<file path="src/common/tdc_pkg.sv">
package tdc_pkg;

    // --------------------
    // widths
    // --------------------
    localparam int WORD_W         = 32;
    localparam int BYTE_W         = 8;
    localparam int BYTES_PER_WORD = 4;

    // coarse time stamp, one clkWizard tick per lsb
    typedef logic [WORD_W-1:0] stamp_t;

    // stamper to fifo, valid is a single-cycle strobe
    typedef struct packed {
        logic   valid;
        stamp_t stamp;
    } hit_event_t;

    // fifo flags, overflow is sticky until reset
    typedef struct packed {
        logic full;
        logic empty;
        logic overflow;
    } fifo_status_t;

    // --------------------
    // state encodings
    // --------------------
    typedef enum logic [1:0] {
        ST_WAIT  = 2'd0,
        ST_WRITE = 2'd1,
        ST_READ  = 2'd2
    } ctrl_state_e;

    typedef enum logic [1:0] {
        TX_IDLE  = 2'd0,
        TX_START = 2'd1,
        TX_DATA  = 2'd2,
        TX_STOP  = 2'd3
    } tx_state_e;

endpackage

</file>
<file path="src/uart/byte_sender.sv">
`timescale 1ns/1ns

module byte_sender #(
    parameter int READ_LIMIT = 1024
) (
    input  logic                       clkWizard,
    input  logic                       finish_mem_reset,
    input  logic                       read_enable,
    input  tdc_pkg::stamp_t            rd_word,
    input  tdc_pkg::fifo_status_t      status,
    input  logic                       busy,
    output logic                       pop,
    output logic                       tx_start,
    output logic [tdc_pkg::BYTE_W-1:0] tx_byte
);

    localparam int CNT_W = $clog2(READ_LIMIT + 1);
    localparam int IDX_W = $clog2(tdc_pkg::BYTES_PER_WORD);

    tdc_pkg::stamp_t  word_q;
    logic             word_held;
    logic [IDX_W-1:0] byte_idx;
    logic [CNT_W-1:0] sent_count;
    logic             load;
    logic             send;

    // --------------------
    // fetch and send conditions
    // --------------------
    // fetch only with an empty hand and below the limit
    assign load = read_enable && !status.empty && !word_held &&
                  (sent_count < CNT_W'(READ_LIMIT));
    assign pop  = load;
    // busy lags tx_start by a cycle, so skip the cycle after a start
    assign send = word_held && read_enable && !busy && !tx_start;

    always_ff @(posedge clkWizard) begin
        if (finish_mem_reset) begin
            word_held  <= 1'b0;
            byte_idx   <= '0;
            sent_count <= '0;
            tx_start   <= 1'b0;
        end else begin
            tx_start <= send;
            if (load) begin
                word_held <= 1'b1;
                byte_idx  <= '0;
            end else if (send) begin
                byte_idx <= byte_idx + IDX_W'(1);
                // last byte handed over, word done
                if (byte_idx == IDX_W'(tdc_pkg::BYTES_PER_WORD - 1)) begin
                    word_held  <= 1'b0;
                    sent_count <= sent_count + CNT_W'(1);
                end
            end
        end
    end

    // payload registers
    always_ff @(posedge clkWizard) begin
        if (load) begin
            word_q <= rd_word;
        end
        if (send) begin
            // lsb first
            tx_byte <= word_q[byte_idx*tdc_pkg::BYTE_W +: tdc_pkg::BYTE_W];
        end
    end

    a_start_not_busy : assert property (
        @(posedge clkWizard) disable iff (finish_mem_reset)
        tx_start |-> !busy
    );

endmodule

</file>
<file path="config.mk">
export PLATFORM = sky130hd
export DESIGN_NAME = byte_sender
export DESIGN_NICKNAME = d
export VERILOG_FILES = /design/src/common/tdc_pkg.sv /design/src/uart/byte_sender.sv
export SDC_FILE = /design/constraint.sdc
export NUM_CORES = 1
export LEC_CHECK = 0
export ABC_CLOCK_PERIOD_IN_PS = 6200
export BUFFER_PORTS_ARGS = -buffer_cell sky130_fd_sc_hd__buf_2
export CAP_MARGIN = 40
export CORE_UTILIZATION = 52
export DETAILED_ROUTE_END_ITERATION = 10
export PLACE_DENSITY = 0.88
export SYNTH_ARGS = -nofsm -noshare
export SYNTH_HDL_FRONTEND = slang
export SYNTH_SLANG_ARGS = --single-unit
</file>
<file path="constraint.sdc">
create_clock -name clkWizard -period 6.2 [get_ports clkWizard]
set_input_delay 0.62 -clock clkWizard [delete_from_list [all_inputs] [get_ports clkWizard]]
set_output_delay 0.62 -clock clkWizard [all_outputs]
set_load 0.05 [all_outputs]
</file>
Word-level counts from Yosys, hierarchy flattened
Index checks and enable logic that the tools add are counted.
{"block": "word_totals", "ff_bits": 55, "output_inout_bits": 10}
{"block": "op_classes", "n_addsub": 2, "n_lt_le_gt_ge": 1, "eq_ne": 1, "n_shift": 1, "n_mux": 3, "bitwise": 1, "reduce_logical": 15}
{"op": "$shiftx A32 B6 Y8", "count": 1}
{"op": "$add A11 B1 Y11 const B", "count": 1}
{"op": "$lt A11 B11 Y1 const B", "count": 1}
{"op": "$logic_and A1 B1 Y1", "count": 6}
{"op": "$logic_not A1 Y1", "count": 4}
{"op": "$reduce_bool A2 Y1", "count": 2}
{"op": "$mux W1", "count": 3}
{"op": "$reduce_and A3 Y1", "count": 1}
{"op": "$add A2 B1 Y2 const B", "count": 1}
{"op": "$eq A2 B2 Y1 const B", "count": 1}
{"op": "$reduce_and A2 Y1", "count": 1}
{"op": "$reduce_or A2 Y1", "count": 1}
{"op": "$not A1 Y1", "count": 1}

Logic depth before layout (Yosys ltp)
Gate-level depths: netlist of the first run.
{"block": "logic_depth", "depth_word": 6, "depth_mapped": 5, "depth_no_buf": 4}

Worst setup path before layout of the first run
No wires, ideal clock.
{"block": "synth_timing", "path_kind": "input -> register", "from": "input port status[1] (netlist bit)", "to": "register word_held", "setup_ns": 0.087, "arrival_time_ns": 6.376, "required_ns": 6.113, "slack_ns": -0.263, "stages": 3, "n_path_buf": 0, "cell_sequence": "nor4b_1 o22ai_1 nor2_1"}
{"block": "synth_via", "elab_chain_cells": 6, "word_cells_on_any_way": 8, "classes_between": "mux (1); reduce/logical (7)"}
{"element": "start: declaration", "line_no": "byte_sender.sv:10", "text": "input tdc_pkg::fifo_status_t status,"}
{"element": "$logic_not A1 Y1 *", "line_no": "byte_sender.sv:31", "text": "assign load = read_enable && !status.empty && !word_held &&"}
{"element": "$logic_and A1 B1 Y1 * (3 in a row)", "line_no": "byte_sender.sv:31"}
{"element": "$reduce_bool A2 Y1 (no source line)"}
{"element": "$reduce_and A2 Y1 (no source line)"}
{"element": "end signal: assignment", "line_no": "byte_sender.sv:39", "text": "word_held <= 1'b0;"}
{"element": "end signal: assignment", "line_no": "byte_sender.sv:46", "text": "word_held <= 1'b1;"}
{"element": "end signal: assignment", "line_no": "byte_sender.sv:52", "text": "word_held <= 1'b0;"}
{"element": "end: declaration", "line_no": "byte_sender.sv:21", "text": "logic word_held;"}
Every way passes the cells marked *; elsewhere a longest branch is shown, timed or not.
A chain may end at the register's enable or synchronous reset.

Worst setup path after layout of the first run
{"block": "layout_timing", "from": "register sent_count[10]", "to": "output port pop"}
{"block": "layout_via", "elab_chain_cells": 2}
{"element": "start: declaration", "line_no": "byte_sender.sv:23", "text": "logic [CNT_W-1:0] sent_count;"}
{"element": "start signal: assignment", "line_no": "byte_sender.sv:53", "text": "sent_count <= sent_count + CNT_W'(1);"}
{"element": "$lt A11 B11 Y1", "line_no": "byte_sender.sv:32", "text": "(sent_count < CNT_W'(READ_LIMIT));"}
{"element": "$logic_and A1 B1 Y1", "line_no": "byte_sender.sv:31"}
{"element": "end: declaration", "line_no": "byte_sender.sv:12", "text": "output logic pop,"}
No other way between the ends.

==> impl.org, run 1 <==
** STA
- Of the available clock period, the critical path in the final layout requires 0.376.
- Max-slew violation total from the final report :: 0
- F_max :: 0.429 GHz
- Headroom to the max-slew limit came out at 0.538.
- After layout, the minimum clock period comes to 2.33 ns.
- Final-layout setup total negative slack :: 0 ns
- Final Setup Violations :: 0
- Final worst clock skew :: 0.00992 ns
- Final setup slack of the worst path :: 3.87 ns
- Setup repair after global routing missed its margin :: no
- For the pin with the worst max-slew slack, the measured transition is 0.689 ns.
- The hold violation total from the final report came to 0.

** Synth
- Post-synthesis instance total :: 128
- Of the post-synthesis cell area, the dominant cell type holds 0.577.
- Flip-flop cell with the highest count after synthesis :: sky130_fd_sc_hd__edfxtp_1
- Synthesis instantiated 28 different standard cells from the library.
- The commonest cells after synthesis are 40 x sky130_fd_sc_hd__edfxtp_1, 15 x sky130_fd_sc_hd__dfxtp_1, 8 x sky130_fd_sc_hd__a21oi_1, 8 x sky130_fd_sc_hd__mux4_2, 5 x sky130_fd_sc_hd__nor2_1.
- Count of synthesis-stage warnings from yosys :: 0
- The most common cell in the synthesized netlist is sky130_fd_sc_hd__edfxtp_1.
- After synthesis, the share of flip-flops with an asynchronous set or reset is 0.
- Synthesized area divided by synthesized cell count :: 16.3 um2
- Combined area of all synthesized cells :: 2080 um2
- Share of synthesized area occupied by flip-flops and latches :: 0.721
- The synthesized design spends more area on one cell type than any other, namely sky130_fd_sc_hd__edfxtp_1.
- Total nets after synthesis :: 169
- In this run, synthesis inferred 40 flip-flops with an integrated enable.
- Synthesis inferred 55 register bits.
- Largest cells by area after synthesis :: sky130_fd_sc_hd__edfxtp_1 58%, sky130_fd_sc_hd__dfxtp_1 14%, sky130_fd_sc_hd__mux4_2 8.7%

** Power and ir drop
- The worst-case IR drop observed on VDD is 0.000204 V.
- Power per standard cell area :: 261 nW/um2
- The analysis attributes to cell leakage a power of 0.864 nW.
- Summed over all nets, the switching power comes to 0.000130 W.
- Portion of total power attributed to combinational logic :: 0.051
- Share of total power in sequential cells :: 0.638
- The share of total power dissipated in the clock network is 0.311.
- Overall power consumption after layout is estimated at 0.000643 W.
- Switching portion of total power :: 0.202
- Internal power comes to 0.000514 W.

** Routing
- Antenna Nets Post-Route :: 0
- Dividing the detail-routed via count by the number of cells gives 5.56.
- Total wirelength of the detailed-routed design :: 3.37 mm
- Detailed routing inserted a total of 1251 vias.
- The first detailed-routing pass ran for 4 iterations.
- Dividing the detail-routed wire length by the instance count gives 15.0 um.
- For this run, design rule violations remaining after detail routing come to 0.
- First DRT Iteration DRCs :: 55

** Worst hold path
- In this run the most critical hold path is launched from rd_word[19].
- In this run the worst hold path is classified as input port to flop.
- Cell depth of the worst hold path :: 1

** Setup path
- The endpoint identified for the worst register-to-register timing path is sent_count[9].
- Register-to-register setup slack :: 3.90 ns
- Data on the critical path is required at its endpoint by 5.58 ns.
- Critical Path Sink Type :: output pin
- Critical Setup Path Class :: flop to output pin
- Type of origin of the critical path :: flop
- The number of cells on the worst reg-to-reg path is 4.
- End point of the critical path :: pop
- The startpoint identified for the worst register-to-register timing path is byte_idx[0].
- Worst Path Arrival :: 1.71 ns
- Origin of the worst setup path :: sent_count[10]
- Largest fanout on the critical path :: 36

** Finish
- The area growth from synthesis to layout is 18.3%.
- The net count of the finished layout is 217.
- Fraction of layout instances using a drive strength above 1 :: 0.379
- The repair_antennas step left the layout with diodes totalling 0.

** Die
- Area inside the core boundary :: 3740 um2
- The initial utilization of the core area, before any placement, comes to 0.556.
- Horiz. Die Dim :: 65.3 um
- The die is 65.3 um tall.
- The initialized floorplan defines 22 standard-cell rows.
- Floorplan die area :: 4260 um2
- Pin placement for this block handled 49 I/O pins.

** Clock tree
- Number of clock sinks :: 55
- Clock transition at the register clock pins on the worst setup and hold paths after CTS :: 0.10 ns
- Clock latency on the worst-skew pair, taken at its later pin, is 0.31 ns.
- Post-CTS repair changed the size of 0 cells.
- Root buffer cell :: sky130_fd_sc_hd__clkbuf_8
- Setup bufs post-CTS :: 0
- In this run, post-CTS hold repair placed 0 buffers.
- Clk buf depth :: 2
- Number of buffers created by CTS :: 5
- The clock tree synthesis step divided the H-tree into 2 levels.
- TritonCTS built the clock tree.

** Global route
- Entering global routing, the biggest net connects 37 pins.
- Global-route wire length before repair :: 5.52 mm
- Global routing finished with a remaining overflow of 0.
- The number of antenna violations at the first check in global routing was 0.
- For this run, the total global-route usage over all layers was measured as 0.180.
- The number of global-route vias before repair is 1313.

** Placed design
- Prior to clock tree synthesis, the placed netlist has a worst setup slack of 3.77 ns.
- Detailed placement finished with a half-perimeter wire length of 2.39 mm.
- Gp weighted congestion :: 0.819
- Input/output buffers :: 46

** Outcome
- The flow ran to the end, and the final reports show no timing, DRC or antenna violations.

** Run
- Max capacitance violation total :: 0
==> worst max-delay path, cell delays in order (launching register included) <==
cell and delay, ns:
sky130_fd_sc_hd__dfxtp_1 0.36, sky130_fd_sc_hd__nor4b_4 0.27, sky130_fd_sc_hd__buf_4 0.41, sky130_fd_sc_hd__buf_2 0.35
==> per-stage QoR <==
stage,utilization,instance area [um2],hold WS (ns),instances
floorplan,-,2090,0.465,128
global placement,0.633,2370,0.483,217
detailed placement,0.633,2370,0.498,217
CTS,0.658,2460,0.475,225
global route,0.658,2460,0.465,225
finish,0.658,2460,0.481,225
==> worst min-delay path by stage <==
stage               endpoint  slack, ns
4_1_cts           word_q[19]       0.48
5_1_grt           word_q[19]       0.47
2_1_floorplan  sent_count[6]       0.47
6_report          word_q[19]       0.48
3_3_place_gp   sent_count[6]       0.48
3_5_place_dp   sent_count[8]       0.50
==> flip-flops by register name, indices dropped and copies added, names as in the netlist <==
signal / flops
word_held: 1
byte_idx: 2
tx_byte: 8
sent_count: 11
tx_start: 1
word_q: 32
==> layout make-up <==
class	count	area, um2
clock buffers	7	86.3
clock inverters	1	8.76
fillers	289	1280
inverters	4	15.0
multi-input cells	63	554
flip-flops and latches	55	1500
well taps	48	60.1
repair buffers	47	238
==> power by group through the flow <==
stage	sequential, W	combinational (W)	clock (W)
floorplan	0.000421	0.0000152	0
global placement	0.000419	0.0000315	0
detailed placement	0.000419	0.0000333	0
CTS	0.000411	0.0000333	0.000204
global route	0.000412	0.0000355	0.000216
finish	0.000411	0.0000328	0.000200
==> placed cells by master, fill, tap and decap left out <==
| cell | count |
|---|---|
| sky130_fd_sc_hd__clkbuf_1 | 1 |
| sky130_fd_sc_hd__ha_1 | 2 |
| sky130_fd_sc_hd__clkbuf_8 | 6 |
| sky130_fd_sc_hd__nand3_1 | 4 |
| sky130_fd_sc_hd__dfxtp_1 | 15 |
| sky130_fd_sc_hd__clkinv_4 | 1 |
| sky130_fd_sc_hd__inv_1 | 3 |
| sky130_fd_sc_hd__edfxtp_1 | 40 |
| sky130_fd_sc_hd__nand4bb_1 | 1 |
| sky130_fd_sc_hd__nor2_1 | 5 |
| sky130_fd_sc_hd__nor3_1 | 2 |
| sky130_fd_sc_hd__a31o_2 | 1 |
| sky130_fd_sc_hd__mux4_2 | 8 |
| sky130_fd_sc_hd__clkinv_1 | 1 |
| sky130_fd_sc_hd__nand2_1 | 2 |
| sky130_fd_sc_hd__mux2i_1 | 1 |
| sky130_fd_sc_hd__mux2_2 | 3 |
| sky130_fd_sc_hd__nor4_1 | 3 |
| sky130_fd_sc_hd__or3_1 | 2 |
| sky130_fd_sc_hd__o31ai_1 | 4 |
| sky130_fd_sc_hd__o22ai_1 | 1 |
| sky130_fd_sc_hd__a21oi_1 | 8 |
| sky130_fd_sc_hd__or4_1 | 4 |
| sky130_fd_sc_hd__nor4b_4 | 1 |
| sky130_fd_sc_hd__xnor2_1 | 1 |
| sky130_fd_sc_hd__buf_2 | 46 |
| sky130_fd_sc_hd__o21ai_0 | 3 |
| sky130_fd_sc_hd__nand4_1 | 4 |
| sky130_fd_sc_hd__buf_4 | 1 |
| sky130_fd_sc_hd__nor2b_1 | 3 |
==> layer usage <==
metal	GRT usage	vias to the layer above	part of all wire	wire, um
li1	-	604	-	-
met1	0.171	601	0.38	1280
met2	0.338	40	0.54	1840
met3	0.0677	6	0.060	204
met4	0.0761	0	0.016	53
met5	0	-	0	0
==> cell families after synthesis <==
| family | after synthesis | share of synthesized area |
|---|---|---|
| adder cells (fa/ha/maj) | 2 | 0.0120 |
| buffers and inverters | 10 | 0.0198 |
| AO/OA/AOI/OAI | 17 | 0.0481 |
| XOR/XNOR | 1 | 0.00421 |
| flip-flops | 55 | 0.721 |
| AND/OR/NAND/NOR | 31 | 0.0871 |
| multiplexers | 12 | 0.108 |
(Power assumes the default switching activity.)
==> run 2: changes to the inputs <==
--- a/config.mk
+++ b/config.mk
@@ -5,12 +5,12 @@
 export SDC_FILE = /design/constraint.sdc
 export NUM_CORES = 1
 export LEC_CHECK = 0
-export ABC_CLOCK_PERIOD_IN_PS = 6200
+export ABC_CLOCK_PERIOD_IN_PS = 1900
 export BUFFER_PORTS_ARGS = -buffer_cell sky130_fd_sc_hd__buf_2
 export CAP_MARGIN = 40
-export CORE_UTILIZATION = 52
+export CORE_UTILIZATION = 47
 export DETAILED_ROUTE_END_ITERATION = 10
-export PLACE_DENSITY = 0.88
+export PLACE_DENSITY = 0.84
 export SYNTH_ARGS = -nofsm -noshare
 export SYNTH_HDL_FRONTEND = slang
 export SYNTH_SLANG_ARGS = --single-unit
==> constraint.sdc (replaced) <==
create_clock -name clkWizard -period 1.9 [get_ports clkWizard]
set_input_delay 0.19 -clock clkWizard [delete_from_list [all_inputs] [get_ports clkWizard]]
set_output_delay 0.19 -clock clkWizard [all_outputs]
set_load 0.05 [all_outputs]
==> run 2 against run 1 <==
  * Combinational power grew to 3.6 times the previous value
  * Critical path depth is the same
  * Die area increased by 10%
  * Power increased to 3.2 times the previous value
  * Register-to-register slack worse by 3.7 ns
  * Worst hold slack worse by 0.42 ns
  * Highest routed layer unchanged
==> impl.org, run 2 (synthesis gave the netlist of run 1 again) <==
** STA
- The slew at the pin closest to its max-slew limit is 0.381 ns (-0.308 ns).
- Of the available clock period, the critical path in the final layout requires 0.897.
- Setup repair after global routing left no endpoint under its margin.
- Final worst clock skew :: 0.00711 ns (-0.00280 ns)
- The setup-violating endpoint count in the final report came to 0 (unchanged).
- The number of pins with negative max-slew slack in the final report came to 0 (unchanged).
- Final worst hold slack :: 0.0575 ns (-0.424 ns)
- Fin. Hold Viols :: 0 (unchanged)
- F_max :: 0.587 GHz
- The smallest clock period supported by the final layout is computed as 1.70 ns.
- The summed negative setup slack over all endpoints was 0 ns (unchanged).
- Final setup slack of the worst path :: 0.195 ns (-3.67 ns)
- The headroom to the max-slew limit came to 0.744 (+0.206).

** Finish
- Leading cell types in the layout, fill and taps excluded :: 46 x sky130_fd_sc_hd__buf_2, 40 x sky130_fd_sc_hd__edfxtp_1, 14 x sky130_fd_sc_hd__dfxtp_1
- The flip-flop count of the largest register after layout was 32 (unchanged).
- The final layout net count was 222 (+2.3%).
- The number of fillers in the final layout is 328 (+13%).
- The library cell used most frequently in the layout, excluding fill and tap cells, is sky130_fd_sc_hd__buf_2.
- The antenna diode count is 0 (unchanged).
- Fraction of layout instances using a drive strength above 1 :: 0.396 (+0.0171)
- Largest Register :: word_q
- Area delta synth->final :: 20.4%
- Registers with the most flip-flops :: word_q (32), sent_count (11), tx_byte (8)
- Finished Core Util :: 0.609 (-0.0488)

** Power and ir drop
- The overall power after layout was 0.00207 W (+220%).
- Power per standard cell area :: 826 nW/um2 (+220%)
- Leakage :: 0.885 nW (+2.5%)
- VDD IR max :: 0.000493 V (+140%)

** Placed design
- Input/output buffers :: 46 (unchanged)
- The half-perimeter wire length after placement was 2.57 mm (+7.6%).
- The routability-driven placement congestion ratio was 0.785 (-4.1%).
- Post-Place Setup Slack :: 0.254 ns (-3.51 ns)

** Setup path
- Worst path cell trace :: nor4b_4, buf_12, buf_2
- The critical path is of the flop to output pin type.
- Top cell family by delay on the critical path :: buffers and inverters
- STA classifies the critical path startpoint as a flop.
- Worst Reg-to-Reg Cells :: 4 (unchanged)
- Crit path required time :: 1.71 ns (-3.87 ns)
- Critical R2R Launch :: byte_idx[0]
- The largest stage delay on the critical path came to 0.35 ns (-0.06 ns).
- Buffers & Inverters on Critical Path :: 2 (unchanged)
- The critical-path maximum fanout was 36 (unchanged).
- For this design, the slowest cell found on the critical path is sky130_fd_sc_hd__dfxtp_2.
- Destination of the worst register-to-register timing path :: sent_count[9]
- The worst-case register-to-register setup slack came to 0.25 ns (-3.65 ns).
- Worst Path Arrival :: 1.51 ns (-0.20 ns)
- STA classifies the critical path endpoint as an output pin.

** Die
- Horiz. Die Dim :: 68.6 um (+5.0%)
- Chip Height :: 68.6 um (+5.0%)
- Floorplan row count :: 23 (+4.5%)
- The area of the placeable core came to 4120 um2 (+9.9%).
- Floorplan die area :: 4700 um2 (+10%)
- Initial core utilization :: 0.506 (-0.0502)
- Number of top-level pins :: 49 (unchanged)

** Clock tree
- The number of clock sinks came to 55 (unchanged).
- The number of buffers added for setup after CTS was 0 (unchanged).
- Number of buffers created by CTS :: 5 (unchanged)
- TritonCTS built the clock tree.
- In this run the clock root is driven by a sky130_fd_sc_hd__clkbuf_8.
- Total number of H-tree levels :: 2 (unchanged)
- The hold buffer count at cts is 0 (unchanged).
- Clk buf depth :: 2 (unchanged)
- Clock insertion delay at the later pin of the skew report :: 0.30 ns (about the same)
- The clock transition at the registers of the reported paths came to 0.09 ns (about the same).
- Resize count post-CTS :: 0 (unchanged)

** Routing
- The via density per instance came to 5.34 (-3.9%).
- The final routed DRC violation total was 0 (unchanged).
- First DRT Iteration DRCs :: 129 (+130%)
- Routed length per placed instance :: 15.2 um (+1.2%)
- Total wirelength of the detailed-routed design :: 3.52 mm (+4.3%)
- Detailed-routing iteration count for the pre-antenna-repair pass :: 4 (unchanged)
- The number of nets with antenna violations after detailed routing came to 0 (unchanged).
- Total via count after detailed routing :: 1240 (-0.88%)

** Run
- Max capacitance violation total :: 0 (unchanged)

** Worst hold path
- The worst hold path cell count is 1 (unchanged).
- The worst hold path terminates at word_q[24].
- Type of the tightest min-delay check :: input port to flop
- Hold path start :: rd_word[24]

** Global route
- Global-route wire length before repair :: 5.72 mm (+3.6%)
- The pin count of the biggest net entering global routing is 37 (unchanged).
- The total overflow reported by the global router is 0 (unchanged).
- The number of antenna violations at the first check in global routing is 0 (unchanged).
- The number of global-route vias before repair is 1264 (-3.7%).
- The global-route usage over all layers is 0.177 (-0.00234).

** Outcome
- The run finished with clean final reports.
-- run 2: cell count changes in the layout (fill, tap and decap cells not counted) --
cell / before / now
sky130_fd_sc_hd__clkbuf_8: 6 / 5
sky130_fd_sc_hd__buf_12: 0 / 1
sky130_fd_sc_hd__dfxtp_2: 0 / 1
sky130_fd_sc_hd__dfxtp_1: 15 / 14
sky130_fd_sc_hd__buf_4: 1 / 5
sky130_fd_sc_hd__clkinv_1: 1 / 2
-- run 2: report_power, final --
part           internal (W)  leakage [nW]  switching [W]
sequential          0.00133         0.492      0.0000109
clock              0.000259        0.0428       0.000356
combinational     0.0000550         0.351      0.0000626
-- run 2: through the flow --
step	cells	area, um2
global route	232	2510
detailed placement	224	2420
CTS	232	2510
floorplan	128	2100
finish	232	2510
global placement	224	2420
-- run 2: area by class of cell --
| cell class | count | area, um2 | share of cell area |
|---|---|---|---|
| timing repair buffer | 52 | 288 | 0.115 |
| multi-input combinational | 63 | 554 | 0.221 |
| clock inverter | 2 | 12.5 | 0.00499 |
| inverter | 4 | 15.0 | 0.00599 |
| sequential | 55 | 1500 | 0.599 |
| clock buffer | 6 | 72.6 | 0.0289 |
| tap | 50 | 62.6 | 0.0250 |
-- run 2: metal layers --
metal / track usage / routed length (um)
met1: 0.210 / 1330
met2: 0.305 / 1950
met3: 0.0592 / 197
met4: 0.0547 / 46
met5: 0 / 0
-- run 2: worst max path at each step --
stage	slack, ns	start	cells past startpoint	to
2_1_floorplan	-0.52	word_held	1	word_q[0]
3_3_place_gp	0.32	byte_idx[0]	4	sent_count[9]
3_5_place_dp	0.25	byte_idx[0]	4	sent_count[9]
4_1_cts	0.18	word_held	3	pop
5_1_grt	0.12	word_held	3	pop
6_report	0.20	word_held	3	pop
